## config.mk

```make
export PLATFORM = sky130hd
export DESIGN_NAME = nic_output_port_lookup
export DESIGN_NICKNAME = d
export VERILOG_FILES = /design/src/rtl/opl_pkg.sv /design/src/rtl/opl_pkt_fifo.sv /design/src/rtl/opl_header_decode.sv /design/src/rtl/opl_port_select.sv /design/src/rtl/opl_stats_counters.sv /design/src/rtl/opl_apb_regs.sv /design/src/rtl/nic_output_port_lookup.sv
export VERILOG_INCLUDE_DIRS = /design/src /design/src/rtl
export SDC_FILE = /design/constraint.sdc
export NUM_CORES = 2
export LEC_CHECK = 0
export BUFFER_PORTS_ARGS = -buffer_cell sky130_fd_sc_hd__buf_2
export CAP_MARGIN = 20
export CORE_AREA = 2 2 575 577
export DETAILED_ROUTE_END_ITERATION = 8
export DIE_AREA = 0 0 577 579
export SLEW_MARGIN = 20
export SYNTH_ARGS = -nofsm -noshare
export SYNTH_HDL_FRONTEND = slang
export SYNTH_SLANG_ARGS = --single-unit
export TNS_END_PERCENT = 100
```

## constraint.sdc

```tcl
create_clock -name axis_aclk -period 32.9 [get_ports axis_aclk]
set_input_delay 3.29 -clock axis_aclk [delete_from_list [all_inputs] [get_ports axis_aclk]]
set_output_delay 3.29 -clock axis_aclk [all_outputs]
set_load 0.005 [all_outputs]
```

## src/rtl/opl_consts.svh

```systemverilog
`ifndef OPL_CONSTS_SVH
`define OPL_CONSTS_SVH

// Stream widths
`define OPL_DATA_WIDTH        512
`define OPL_TUSER_WIDTH       128

// One-hot port bytes in tuser, lowest bit
`define OPL_SRC_PORT_POS      16
`define OPL_DST_PORT_POS      24

// Head beat field positions
`define OPL_IP_PROTO_POS      184
`define OPL_IP_DST_POS        240
`define OPL_PROTO_ICMP        8'h01

`define OPL_FIFO_DEPTH_BITS   2       // 4 entries

// Register map
`define OPL_REG_ID            12'h000
`define OPL_REG_VERSION       12'h004
`define OPL_REG_RESET         12'h008
`define OPL_REG_PKTIN         12'h00C
`define OPL_REG_PKTOUT        12'h010
`define OPL_REG_ICMPOUT       12'h014
`define OPL_REG_TGTIP         12'h018
`define OPL_REG_TGTIPOUT      12'h01C

`define OPL_ID_VALUE          32'h0000_DA01
`define OPL_VERSION_VALUE     32'h0001_0000
`define OPL_RST_CLR_CNT_BIT   0       // Clear counters
`define OPL_RST_CLR_REGS_BIT  4       // Clear counters and target IP

`endif

```

## src/rtl/opl_pkg.sv

```systemverilog
`include "opl_consts.svh"

package opl_pkg;

  // Plain vectors
  typedef logic [`OPL_DATA_WIDTH-1:0]     data_t;
  typedef logic [`OPL_DATA_WIDTH/8-1:0]   keep_t;   // One bit per data byte
  typedef logic [`OPL_TUSER_WIDTH-1:0]    tuser_t;
  typedef logic [7:0]                     port_map_t;
  typedef logic [7:0]                     ip_proto_t;
  typedef logic [31:0]                    ipv4_addr_t;
  typedef logic [31:0]                    stat_cnt_t;  // [31] sticky overflow, [30:0] count
  typedef logic [11:0]                    apb_addr_t;
  typedef logic [31:0]                    apb_data_t;

  // One stream beat, also one FIFO entry
  typedef struct packed {
    logic   tlast;
    tuser_t tuser;
    keep_t  tkeep;
    data_t  tdata;
  } axis_beat_t;

  typedef struct packed {
    logic is_icmp;
    logic is_tgtip;
  } pkt_class_t;

  // Single-cycle strobes
  typedef struct packed {
    logic in_end;
    logic out_begin;
    logic out_end;
  } pkt_events_t;

  typedef struct packed {
    logic all;
    logic pktin;
    logic pktout;
    logic icmpout;
    logic tgtipout;
  } stat_clear_t;

  typedef struct packed {
    logic      psel;
    logic      penable;
    logic      pwrite;
    apb_addr_t paddr;
    apb_data_t pwdata;
  } apb_req_t;

  typedef struct packed {
    apb_data_t prdata;
    logic      pready;
    logic      pslverr;
  } apb_rsp_t;

  typedef enum logic {
    st_header = 1'b0,
    st_body   = 1'b1
  } opl_state_e;

endpackage

```

## src/rtl/opl_pkt_fifo.sv

```systemverilog
`include "opl_consts.svh"

module opl_pkt_fifo (
  input  logic                axis_aclk,
  input  logic                axis_resetn,
  input  opl_pkg::axis_beat_t wr_beat,
  input  logic                wr_en,
  input  logic                rd_en,
  output opl_pkg::axis_beat_t head,
  output logic                empty,
  output logic                nearly_full
);

  localparam int depth_bits = `OPL_FIFO_DEPTH_BITS;
  localparam int depth      = 1 << depth_bits;

  opl_pkg::axis_beat_t    mem [depth];  // Beat storage, no reset
  logic [depth_bits-1:0]  wr_ptr;
  logic [depth_bits-1:0]  rd_ptr;
  logic [depth_bits:0]    count;        // One extra bit to hold "full"
  logic                   do_wr;
  logic                   do_rd;

  assign do_rd = rd_en && (count != '0);   // Never pop an empty buffer
  assign do_wr = wr_en && (count != (depth_bits + 1)'(depth));

  // Fall-through head, no read latency
  assign head        = mem[rd_ptr];
  assign empty       = (count == '0);
  assign nearly_full = (count >= (depth_bits + 1)'(depth - 1));  // Room for one beat in flight

  always_ff @(posedge axis_aclk) begin
    if (do_wr) mem[wr_ptr] <= wr_beat;
  end

  always_ff @(posedge axis_aclk) begin
    if (!axis_resetn) begin
      wr_ptr <= '0;
      rd_ptr <= '0;
      count  <= '0;
    end else begin
      if (do_wr) wr_ptr <= wr_ptr + 1'b1;  // Wraps at depth
      if (do_rd) rd_ptr <= rd_ptr + 1'b1;
      // Occupancy
      case ({do_wr, do_rd})
        2'b10:   count <= count + 1'b1;
        2'b01:   count <= count - 1'b1;
        default: count <= count;           // Both or neither
      endcase
    end
  end

endmodule

```

## src/rtl/opl_header_decode.sv

```systemverilog
`include "opl_consts.svh"

module opl_header_decode (
  input  opl_pkg::axis_beat_t head,
  input  opl_pkg::ipv4_addr_t tgt_ip,
  output opl_pkg::pkt_class_t pkt_class
);

  opl_pkg::ip_proto_t  ip_proto;
  opl_pkg::ipv4_addr_t ip_dst;

  // Fields straight off the head beat
  assign ip_proto = head.tdata[`OPL_IP_PROTO_POS +: $bits(opl_pkg::ip_proto_t)];
  assign ip_dst   = head.tdata[`OPL_IP_DST_POS +: $bits(opl_pkg::ipv4_addr_t)];

  // Only meaningful on a first beat, qualified downstream
  assign pkt_class.is_icmp  = (ip_proto == `OPL_PROTO_ICMP);
  assign pkt_class.is_tgtip = (ip_dst == tgt_ip);   // Exact match

endmodule

```

## src/rtl/opl_port_select.sv

```systemverilog
`include "opl_consts.svh"

module opl_port_select (
  input  logic                 axis_aclk,
  input  logic                 axis_resetn,
  input  opl_pkg::axis_beat_t  head,
  input  logic                 empty,
  input  logic                 m_ready,
  input  logic                 s_accept_last,
  output opl_pkg::tuser_t      tuser,
  output logic                 pop,
  output opl_pkg::pkt_events_t events
);

  opl_pkg::opl_state_e state;
  opl_pkg::opl_state_e state_next;
  opl_pkg::port_map_t  src_port;
  opl_pkg::port_map_t  dst_port;
  logic                from_cpu;

  assign pop = m_ready && !empty;  // Head leaves this cycle

  // Lookup from the source byte
  assign src_port = head.tuser[`OPL_SRC_PORT_POS +: 8];
  assign from_cpu = |(src_port & 8'hAA);  // CPU ports sit on odd bits

  always_comb begin
    if (src_port == '0)
      dst_port = 8'h01;            // Unknown source goes to MAC 0
    else if (from_cpu)
      dst_port = src_port >> 1;    // CPU to its MAC
    else
      dst_port = src_port << 1;    // MAC to its CPU port
  end

  // Only the first beat carries the rewritten destination
  always_comb begin
    tuser = head.tuser;
    if (state == opl_pkg::st_header)
      tuser[`OPL_DST_PORT_POS +: 8] = dst_port;
  end

  always_comb begin
    state_next = state;
    if (pop) begin
      if (head.tlast)
        state_next = opl_pkg::st_header;   // Single or last beat
      else if (state == opl_pkg::st_header)
        state_next = opl_pkg::st_body;
    end
  end

  always_ff @(posedge axis_aclk) begin
    if (!axis_resetn) state <= opl_pkg::st_header;
    else              state <= state_next;
  end

  // Counted once per accepted beat, never while stalled
  assign events.in_end    = s_accept_last;
  assign events.out_begin = pop && (state == opl_pkg::st_header);
  assign events.out_end   = pop && head.tlast;

endmodule

```

## src/rtl/opl_stats_counters.sv

```systemverilog
module opl_stats_counters (
  input  logic                 axis_aclk,
  input  logic                 axis_resetn,
  input  opl_pkg::pkt_events_t events,
  input  opl_pkg::pkt_class_t  pkt_class,
  input  opl_pkg::stat_clear_t clear,
  output opl_pkg::stat_cnt_t   pktin,
  output opl_pkg::stat_cnt_t   pktout,
  output opl_pkg::stat_cnt_t   icmpout,
  output opl_pkg::stat_cnt_t   tgtipout
);

  logic inc_icmp;
  logic inc_tgtip;

  // Next value of one counter word, clear beats increment
  function automatic opl_pkg::stat_cnt_t cnt_next(
    input opl_pkg::stat_cnt_t cur,
    input logic               inc,
    input logic               clr
  );
    logic [31:0] sum;
    sum = {1'b0, cur[30:0]} + 32'(inc);  // Bit 31 of sum is the wrap
    if (clr)
      return '0;
    return {cur[31] | sum[31], sum[30:0]};   // Overflow stays set
  endfunction

  // Class only counts on the first popped beat
  assign inc_icmp  = events.out_begin && pkt_class.is_icmp;
  assign inc_tgtip = events.out_begin && pkt_class.is_tgtip;

  always_ff @(posedge axis_aclk) begin
    if (!axis_resetn) begin
      pktin    <= '0;
      pktout   <= '0;
      icmpout  <= '0;
      tgtipout <= '0;
    end else begin
      pktin    <= cnt_next(pktin, events.in_end, clear.all || clear.pktin);
      pktout   <= cnt_next(pktout, events.out_end, clear.all || clear.pktout);
      icmpout  <= cnt_next(icmpout, inc_icmp, clear.all || clear.icmpout);
      tgtipout <= cnt_next(tgtipout, inc_tgtip, clear.all || clear.tgtipout);
    end
  end

endmodule

```

## src/rtl/opl_apb_regs.sv

```systemverilog
`include "opl_consts.svh"

module opl_apb_regs (
  input  logic                 axis_aclk,
  input  logic                 axis_resetn,
  input  opl_pkg::apb_req_t    apb_req,
  output opl_pkg::apb_rsp_t    apb_rsp,
  input  opl_pkg::stat_cnt_t   pktin,
  input  opl_pkg::stat_cnt_t   pktout,
  input  opl_pkg::stat_cnt_t   icmpout,
  input  opl_pkg::stat_cnt_t   tgtipout,
  output opl_pkg::ipv4_addr_t  tgt_ip,
  output opl_pkg::stat_clear_t clear
);

  // Only the two defined reset bits are kept
  localparam opl_pkg::apb_data_t rst_mask =
    (32'd1 << `OPL_RST_CLR_CNT_BIT) | (32'd1 << `OPL_RST_CLR_REGS_BIT);

  logic               access;
  logic               wr_access;
  logic               rd_access;
  logic               mapped;
  logic               writable;
  opl_pkg::apb_data_t rd_data;
  opl_pkg::apb_data_t rst_pulse;   // Lives for one cycle after a write

  assign access    = apb_req.psel && apb_req.penable;   // Access phase
  assign wr_access = access && apb_req.pwrite;
  assign rd_access = access && !apb_req.pwrite;

  // Offset decode and read mux
  always_comb begin
    mapped   = 1'b1;
    writable = 1'b0;
    rd_data  = '0;
    case (apb_req.paddr)
      `OPL_REG_ID:       rd_data = `OPL_ID_VALUE;
      `OPL_REG_VERSION:  rd_data = `OPL_VERSION_VALUE;
      `OPL_REG_RESET: begin
        rd_data  = rst_pulse;
        writable = 1'b1;
      end
      `OPL_REG_PKTIN:    rd_data = pktin;
      `OPL_REG_PKTOUT:   rd_data = pktout;
      `OPL_REG_ICMPOUT:  rd_data = icmpout;
      `OPL_REG_TGTIP: begin
        rd_data  = tgt_ip;
        writable = 1'b1;
      end
      `OPL_REG_TGTIPOUT: rd_data = tgtipout;
      default:           mapped  = 1'b0;   // Hole in the map
    endcase
  end

  assign apb_rsp.prdata  = rd_data;
  assign apb_rsp.pready  = access;          // Zero wait states
  assign apb_rsp.pslverr = access && (!mapped || (apb_req.pwrite && !writable));

  // Self-clearing reset register
  always_ff @(posedge axis_aclk) begin
    if (!axis_resetn)
      rst_pulse <= '0;
    else if (wr_access && (apb_req.paddr == `OPL_REG_RESET))
      rst_pulse <= apb_req.pwdata & rst_mask;
    else
      rst_pulse <= '0;
  end

  always_ff @(posedge axis_aclk) begin
    if (!axis_resetn)
      tgt_ip <= '0;
    else if (rst_pulse[`OPL_RST_CLR_REGS_BIT])
      tgt_ip <= '0;                           // Register reset
    else if (wr_access && (apb_req.paddr == `OPL_REG_TGTIP))
      tgt_ip <= apb_req.pwdata;
  end

  // Either reset bit wipes all counters
  assign clear.all      = rst_pulse[`OPL_RST_CLR_CNT_BIT] || rst_pulse[`OPL_RST_CLR_REGS_BIT];
  // Clear on read, same edge as the access
  assign clear.pktin    = rd_access && (apb_req.paddr == `OPL_REG_PKTIN);
  assign clear.pktout   = rd_access && (apb_req.paddr == `OPL_REG_PKTOUT);
  assign clear.icmpout  = rd_access && (apb_req.paddr == `OPL_REG_ICMPOUT);
  assign clear.tgtipout = rd_access && (apb_req.paddr == `OPL_REG_TGTIPOUT);

endmodule

```

## src/rtl/nic_output_port_lookup.sv

```systemverilog
module nic_output_port_lookup (
  input  logic                axis_aclk,
  input  logic                axis_resetn,

  input  opl_pkg::data_t      s_axis_tdata,
  input  opl_pkg::keep_t      s_axis_tkeep,
  input  opl_pkg::tuser_t     s_axis_tuser,
  input  logic                s_axis_tvalid,
  input  logic                s_axis_tlast,
  output logic                s_axis_tready,

  output opl_pkg::data_t      m_axis_tdata,
  output opl_pkg::keep_t      m_axis_tkeep,
  output opl_pkg::tuser_t     m_axis_tuser,
  output logic                m_axis_tvalid,
  output logic                m_axis_tlast,
  input  logic                m_axis_tready,

  input  opl_pkg::apb_req_t   apb_req,
  output opl_pkg::apb_rsp_t   apb_rsp
);

  opl_pkg::axis_beat_t  in_beat;
  opl_pkg::axis_beat_t  head;
  logic                 s_accept;
  logic                 fifo_empty;
  logic                 fifo_nearly_full;
  logic                 pop;
  opl_pkg::pkt_class_t  pkt_class;
  opl_pkg::pkt_events_t events;
  opl_pkg::stat_clear_t clear;
  opl_pkg::ipv4_addr_t  tgt_ip;
  opl_pkg::stat_cnt_t   pktin;
  opl_pkg::stat_cnt_t   pktout;
  opl_pkg::stat_cnt_t   icmpout;
  opl_pkg::stat_cnt_t   tgtipout;

  // Input beat into one FIFO word
  assign in_beat.tlast = s_axis_tlast;
  assign in_beat.tuser = s_axis_tuser;
  assign in_beat.tkeep = s_axis_tkeep;
  assign in_beat.tdata = s_axis_tdata;

  assign s_axis_tready = !fifo_nearly_full;
  assign s_accept      = s_axis_tvalid && s_axis_tready;

  // Head fields out, tuser comes rewritten
  assign m_axis_tvalid = !fifo_empty;
  assign m_axis_tdata  = head.tdata;
  assign m_axis_tkeep  = head.tkeep;
  assign m_axis_tlast  = head.tlast;

  opl_pkt_fifo u_fifo (
    .axis_aclk   (axis_aclk),
    .axis_resetn (axis_resetn),
    .wr_beat     (in_beat),
    .wr_en       (s_accept),
    .rd_en       (pop),
    .head        (head),
    .empty       (fifo_empty),
    .nearly_full (fifo_nearly_full)
  );

  opl_header_decode u_decode (
    .head      (head),
    .tgt_ip    (tgt_ip),
    .pkt_class (pkt_class)
  );

  opl_port_select u_port_select (
    .axis_aclk     (axis_aclk),
    .axis_resetn   (axis_resetn),
    .head          (head),
    .empty         (fifo_empty),
    .m_ready       (m_axis_tready),
    .s_accept_last (s_accept && s_axis_tlast),
    .tuser         (m_axis_tuser),
    .pop           (pop),
    .events        (events)
  );

  opl_stats_counters u_stats (
    .axis_aclk   (axis_aclk),
    .axis_resetn (axis_resetn),
    .events      (events),
    .pkt_class   (pkt_class),
    .clear       (clear),
    .pktin       (pktin),
    .pktout      (pktout),
    .icmpout     (icmpout),
    .tgtipout    (tgtipout)
  );

  opl_apb_regs u_regs (
    .axis_aclk   (axis_aclk),
    .axis_resetn (axis_resetn),
    .apb_req     (apb_req),
    .apb_rsp     (apb_rsp),
    .pktin       (pktin),
    .pktout      (pktout),
    .icmpout     (icmpout),
    .tgtipout    (tgtipout),
    .tgt_ip      (tgt_ip),
    .clear       (clear)
  );

endmodule

```

==> flow_summary.toml <==
[status]
outcome = "completed"

[routing]
post-route-drc-count = 0
highest_layer = "met5"
firstDrtPassIters = 8
num_vias = 57218
wl_met1_mm = 115.4
drt-total-wl_mm = 318.2
wire_per_inst_um = 28.44
routed_via_density = 5.114
wl_met3_mm = 31.38
first_iter_violations = 5502
dr_wl_met2_mm = 157.8
ant_nets = 0

[clock_tree]
clk_latency_ns = 0.90
cts.reportedPaths.clkPinSlew_ns = 0.06
clock_path_buffers = 4
cts-resized-gates = 0
cts_tree = "yes"
postCtsHoldBufs = 0
cts_max_level = 5
cts_setup_buffers = 0
clock-sinks = 2992
clock_tree.root_cell = "clkbuf_16"
numCtsBuffers = 322

[final_layout]
syn2layout_area_growth_pct = 21.25
nNetsFinal = 7261
multi_input_area_mm2 = 0.02115
seq_area_mm2 = 0.08813
layout-drive-gt1-share_pct = 40.98
fillers = 29057
fin_util_pct = 40.71
stdcell_area_mm2 = 0.1338
fin_cells = 11189

[setup_path]
critPathMaxStageDelay_ns = 0.97
crit_family = "buffers and inverters"
cp-end-kind = "output port"
cp_max_fo = 65
path_common_cell = "buf_4"
critPathArrivalTime_ns = 5.99
start_kind = "flop"
crit_type = "reg -> out"
crit_chain = "buf_4 -> buf_4 -> buf_4 -> buf_4 -> mux4_2 -> buf_2"
worst_path_max_delay_cell = "buf_4"
crit_buf_inv = 5
crit_required_ns = 29.61

[synth]
yosys_register_bits = 2992
synth_area_mm2 = 0.1103
synthTopCellsByArea = "edfxtp_1 77%, mux4_2 14%, dfxtp_1 3.1%"
syn-instance-count = 4795
seq_area_frac_synth_pct = 79.86
async_flop_share_pct = 0
synth-edff-count = 2820
synth_area_per_cell_um2 = 23.01
ys_types = 64
yosys_most_used_dff = "edfxtp_1"
yosysTopAreaCell = "edfxtp_1"
syn-num-nets = 5565
synth_warnings = 0
synth_top_cell_area_share_pct = 76.74

[placement]
place_inst = 10532
numPortBuffers = 1496
place_congestion = 0.8770
dpl_cell_area_mm2 = 0.1231
dp_hpwl_mm = 222.8

[timing]
skew_ns = 0.06451
finalMaxSlewViolations = 0
final-setup-viol-count = 0
rsz0062_at_grt = "no"
setup_tns_ns = 0
maxSlewHeadroom_pct = 15.49
worstMarginPinSlew_ns = 1.268
fin_crit_sh_pct = 28.20
post-route-min-period_ns = 9.276
fmax_mhz = 107.8
finalHoldViolCount = 0
timing.hold.ws_ns = 0.4866

[die]
die_x_um = 577
die_h_um = 579
rows = 211
core_area_mm2 = 0.3287
start_util_pct = 33.57
io_pins = 1497
die_area_mm2 = 0.3341

[flow_run]
drv_cap = 0

[power_and_ir_drop]
p_leak_nw = 43.97
ir_drop_uv = 55.67
power_density_mw_per_mm2 = 81.24

[worst_hold_path]
min_path_type = "reg -> reg"

[global_route]
gr-total-overflow = 0
antenna_found_initial = 247
grt_max_degree = 123
grt_pass1_wl_mm = 438.9
grt_use_total_pct = 18.37
grt_pass1_vias = 57450
## cells in the mapped netlist, types with 3 or more instances
cell type	number
nor3_2	3
o31ai_1	5
buf_6	4
buf_2	84
dfxtp_1	172
nor2_1	158
xnor2_1	98
and4_1	14
a22oi_1	39
nand2_1	136
mux4_2	690
buf_1	26
nor4_1	28
buf_4	3
mux4_1	9
mux2_2	7
nand3_1	53
mux2i_1	20
or3_1	8
nor3_1	27
or4_1	3
buf_12	3
nand4b_1	3
nand4_1	32
o2bb2ai_1	3
xor2_1	40
nand2b_1	4
and2_1	13
edfxtp_1	2820
a211o_1	4
o21ai_0	16
a21oi_1	51
nor2b_1	5
a222oi_1	26
inv_1	35
and3_1	19
ha_1	13
clkbuf_1	91
## worst min-delay path, cell delays in order, from the launching register on
cell	delay [ns]
dfxtp_1	0.33
nand2_1	0.06
a21oi_1	0.05
## cell usage in the layout (no fill, tap or decap), types with 6 or more instances in the layout
cell type and n:
nand2_1 136, bufinv_16 30, nor3_1 25, clkinv_16 7, mux4_2 690, or3_1 8, buf_12 7, clkinv_8 10
clkinv_4 7, ha_1 13, buf_4 77, clkbuf_16 325, mux2i_1 20, clkinv_2 51, mux4_1 9, a222oi_1 26
a22oi_1 39, inv_1 35, and2_1 13, dfxtp_1 170, clkbuf_1 61, edfxtp_1 2820, and4_1 14, nor2_1 155
clkinvlp_4 6, inv_6 9, diode_2 79, o21ai_0 16, xnor2_1 98, and3_1 15, mux2_2 7, xor2_1 40
a21oi_1 51, buf_2 1496, nor4_1 28, clkbuf_8 11, nand3_1 53, clkinv_1 58, nand4_1 32
## stage by stage
step / total power, mW / worst slack (ns)
4_1_cts: 11.01 / 23.42
2_1_floorplan: 6.607 / 12.50
6_report: 10.87 / 23.62
3_5_place_dp: 7.439 / 24.08
5_1_grt: 11.30 / 23.35
3_3_place_gp: 7.413 / 23.89
## metal layers
metal / vias to the layer above / track usage [%]
met3: 769 / 6.137
li1: 23656 / -
met1: 30014 / 21.86
met5: - / 0
met4: 76 / 6.977
met2: 2703 / 30.86
## flip-flops by register name, summed over array words and instances (netlist names), 3 cells and up, named ones only
register / count
u_fifo.count: 3
u_fifo.mem: 2820
u_regs.tgt_ip: 32
u_stats.icmpout: 32
u_stats.pktin: 32
u_stats.pktout: 32
u_stats.tgtipout: 32
## where the power goes
part           internal (mW)  switching [mW]  leakage [nW]  total [mW]
Sequential              4.71           0.113          27.2        4.82
Clock                   2.09            1.48          5.10        3.57
Combinational           1.05            1.43          11.6        2.48
Total                   7.85            3.02          44.0        10.9
## kinds of logic after synthesis
family	after synthesis	synth area share, %
flops	2992	79.86
fa+ha+maj	14	0.1655
simple gates	517	2.268
mux	727	14.57
xor+xnor	138	1.095
buf+inv	247	1.017
compound gates	160	1.024
## worst paths after layout
path | startpoint | to | slack [ns] | depth (start not counted)
worst max-delay path | flop | m_axis_tuser[47] | 23.62 | 6
worst min-delay path | u_regs.tgt_ip[30]$_SDFFE_PP0P_ | u_regs.tgt_ip[30]$_SDFFE_PP0P_ | 0.49 | 2
worst max register to register | flop | u_stats.tgtipout[28]$_SDFF_PP0_ | 26.76 | 13
worst min register to register | u_regs.tgt_ip[30]$_SDFFE_PP0P_ | u_regs.tgt_ip[30]$_SDFFE_PP0P_ | 0.49 | 2
## area by class of cell
cell class                      count  area share (%)
Antenna cell                       79          0.1478
Clock buffer                      398           6.368
Clock inverter                    179           1.453
Inverter                           36          0.1010
Multi-Input combinational cell   1556           15.81
Sequential cell                  2992           65.87
Tap cell                         4366           4.083
Timing Repair Buffer             1583           6.170
(Power assumes the default switching activity.)
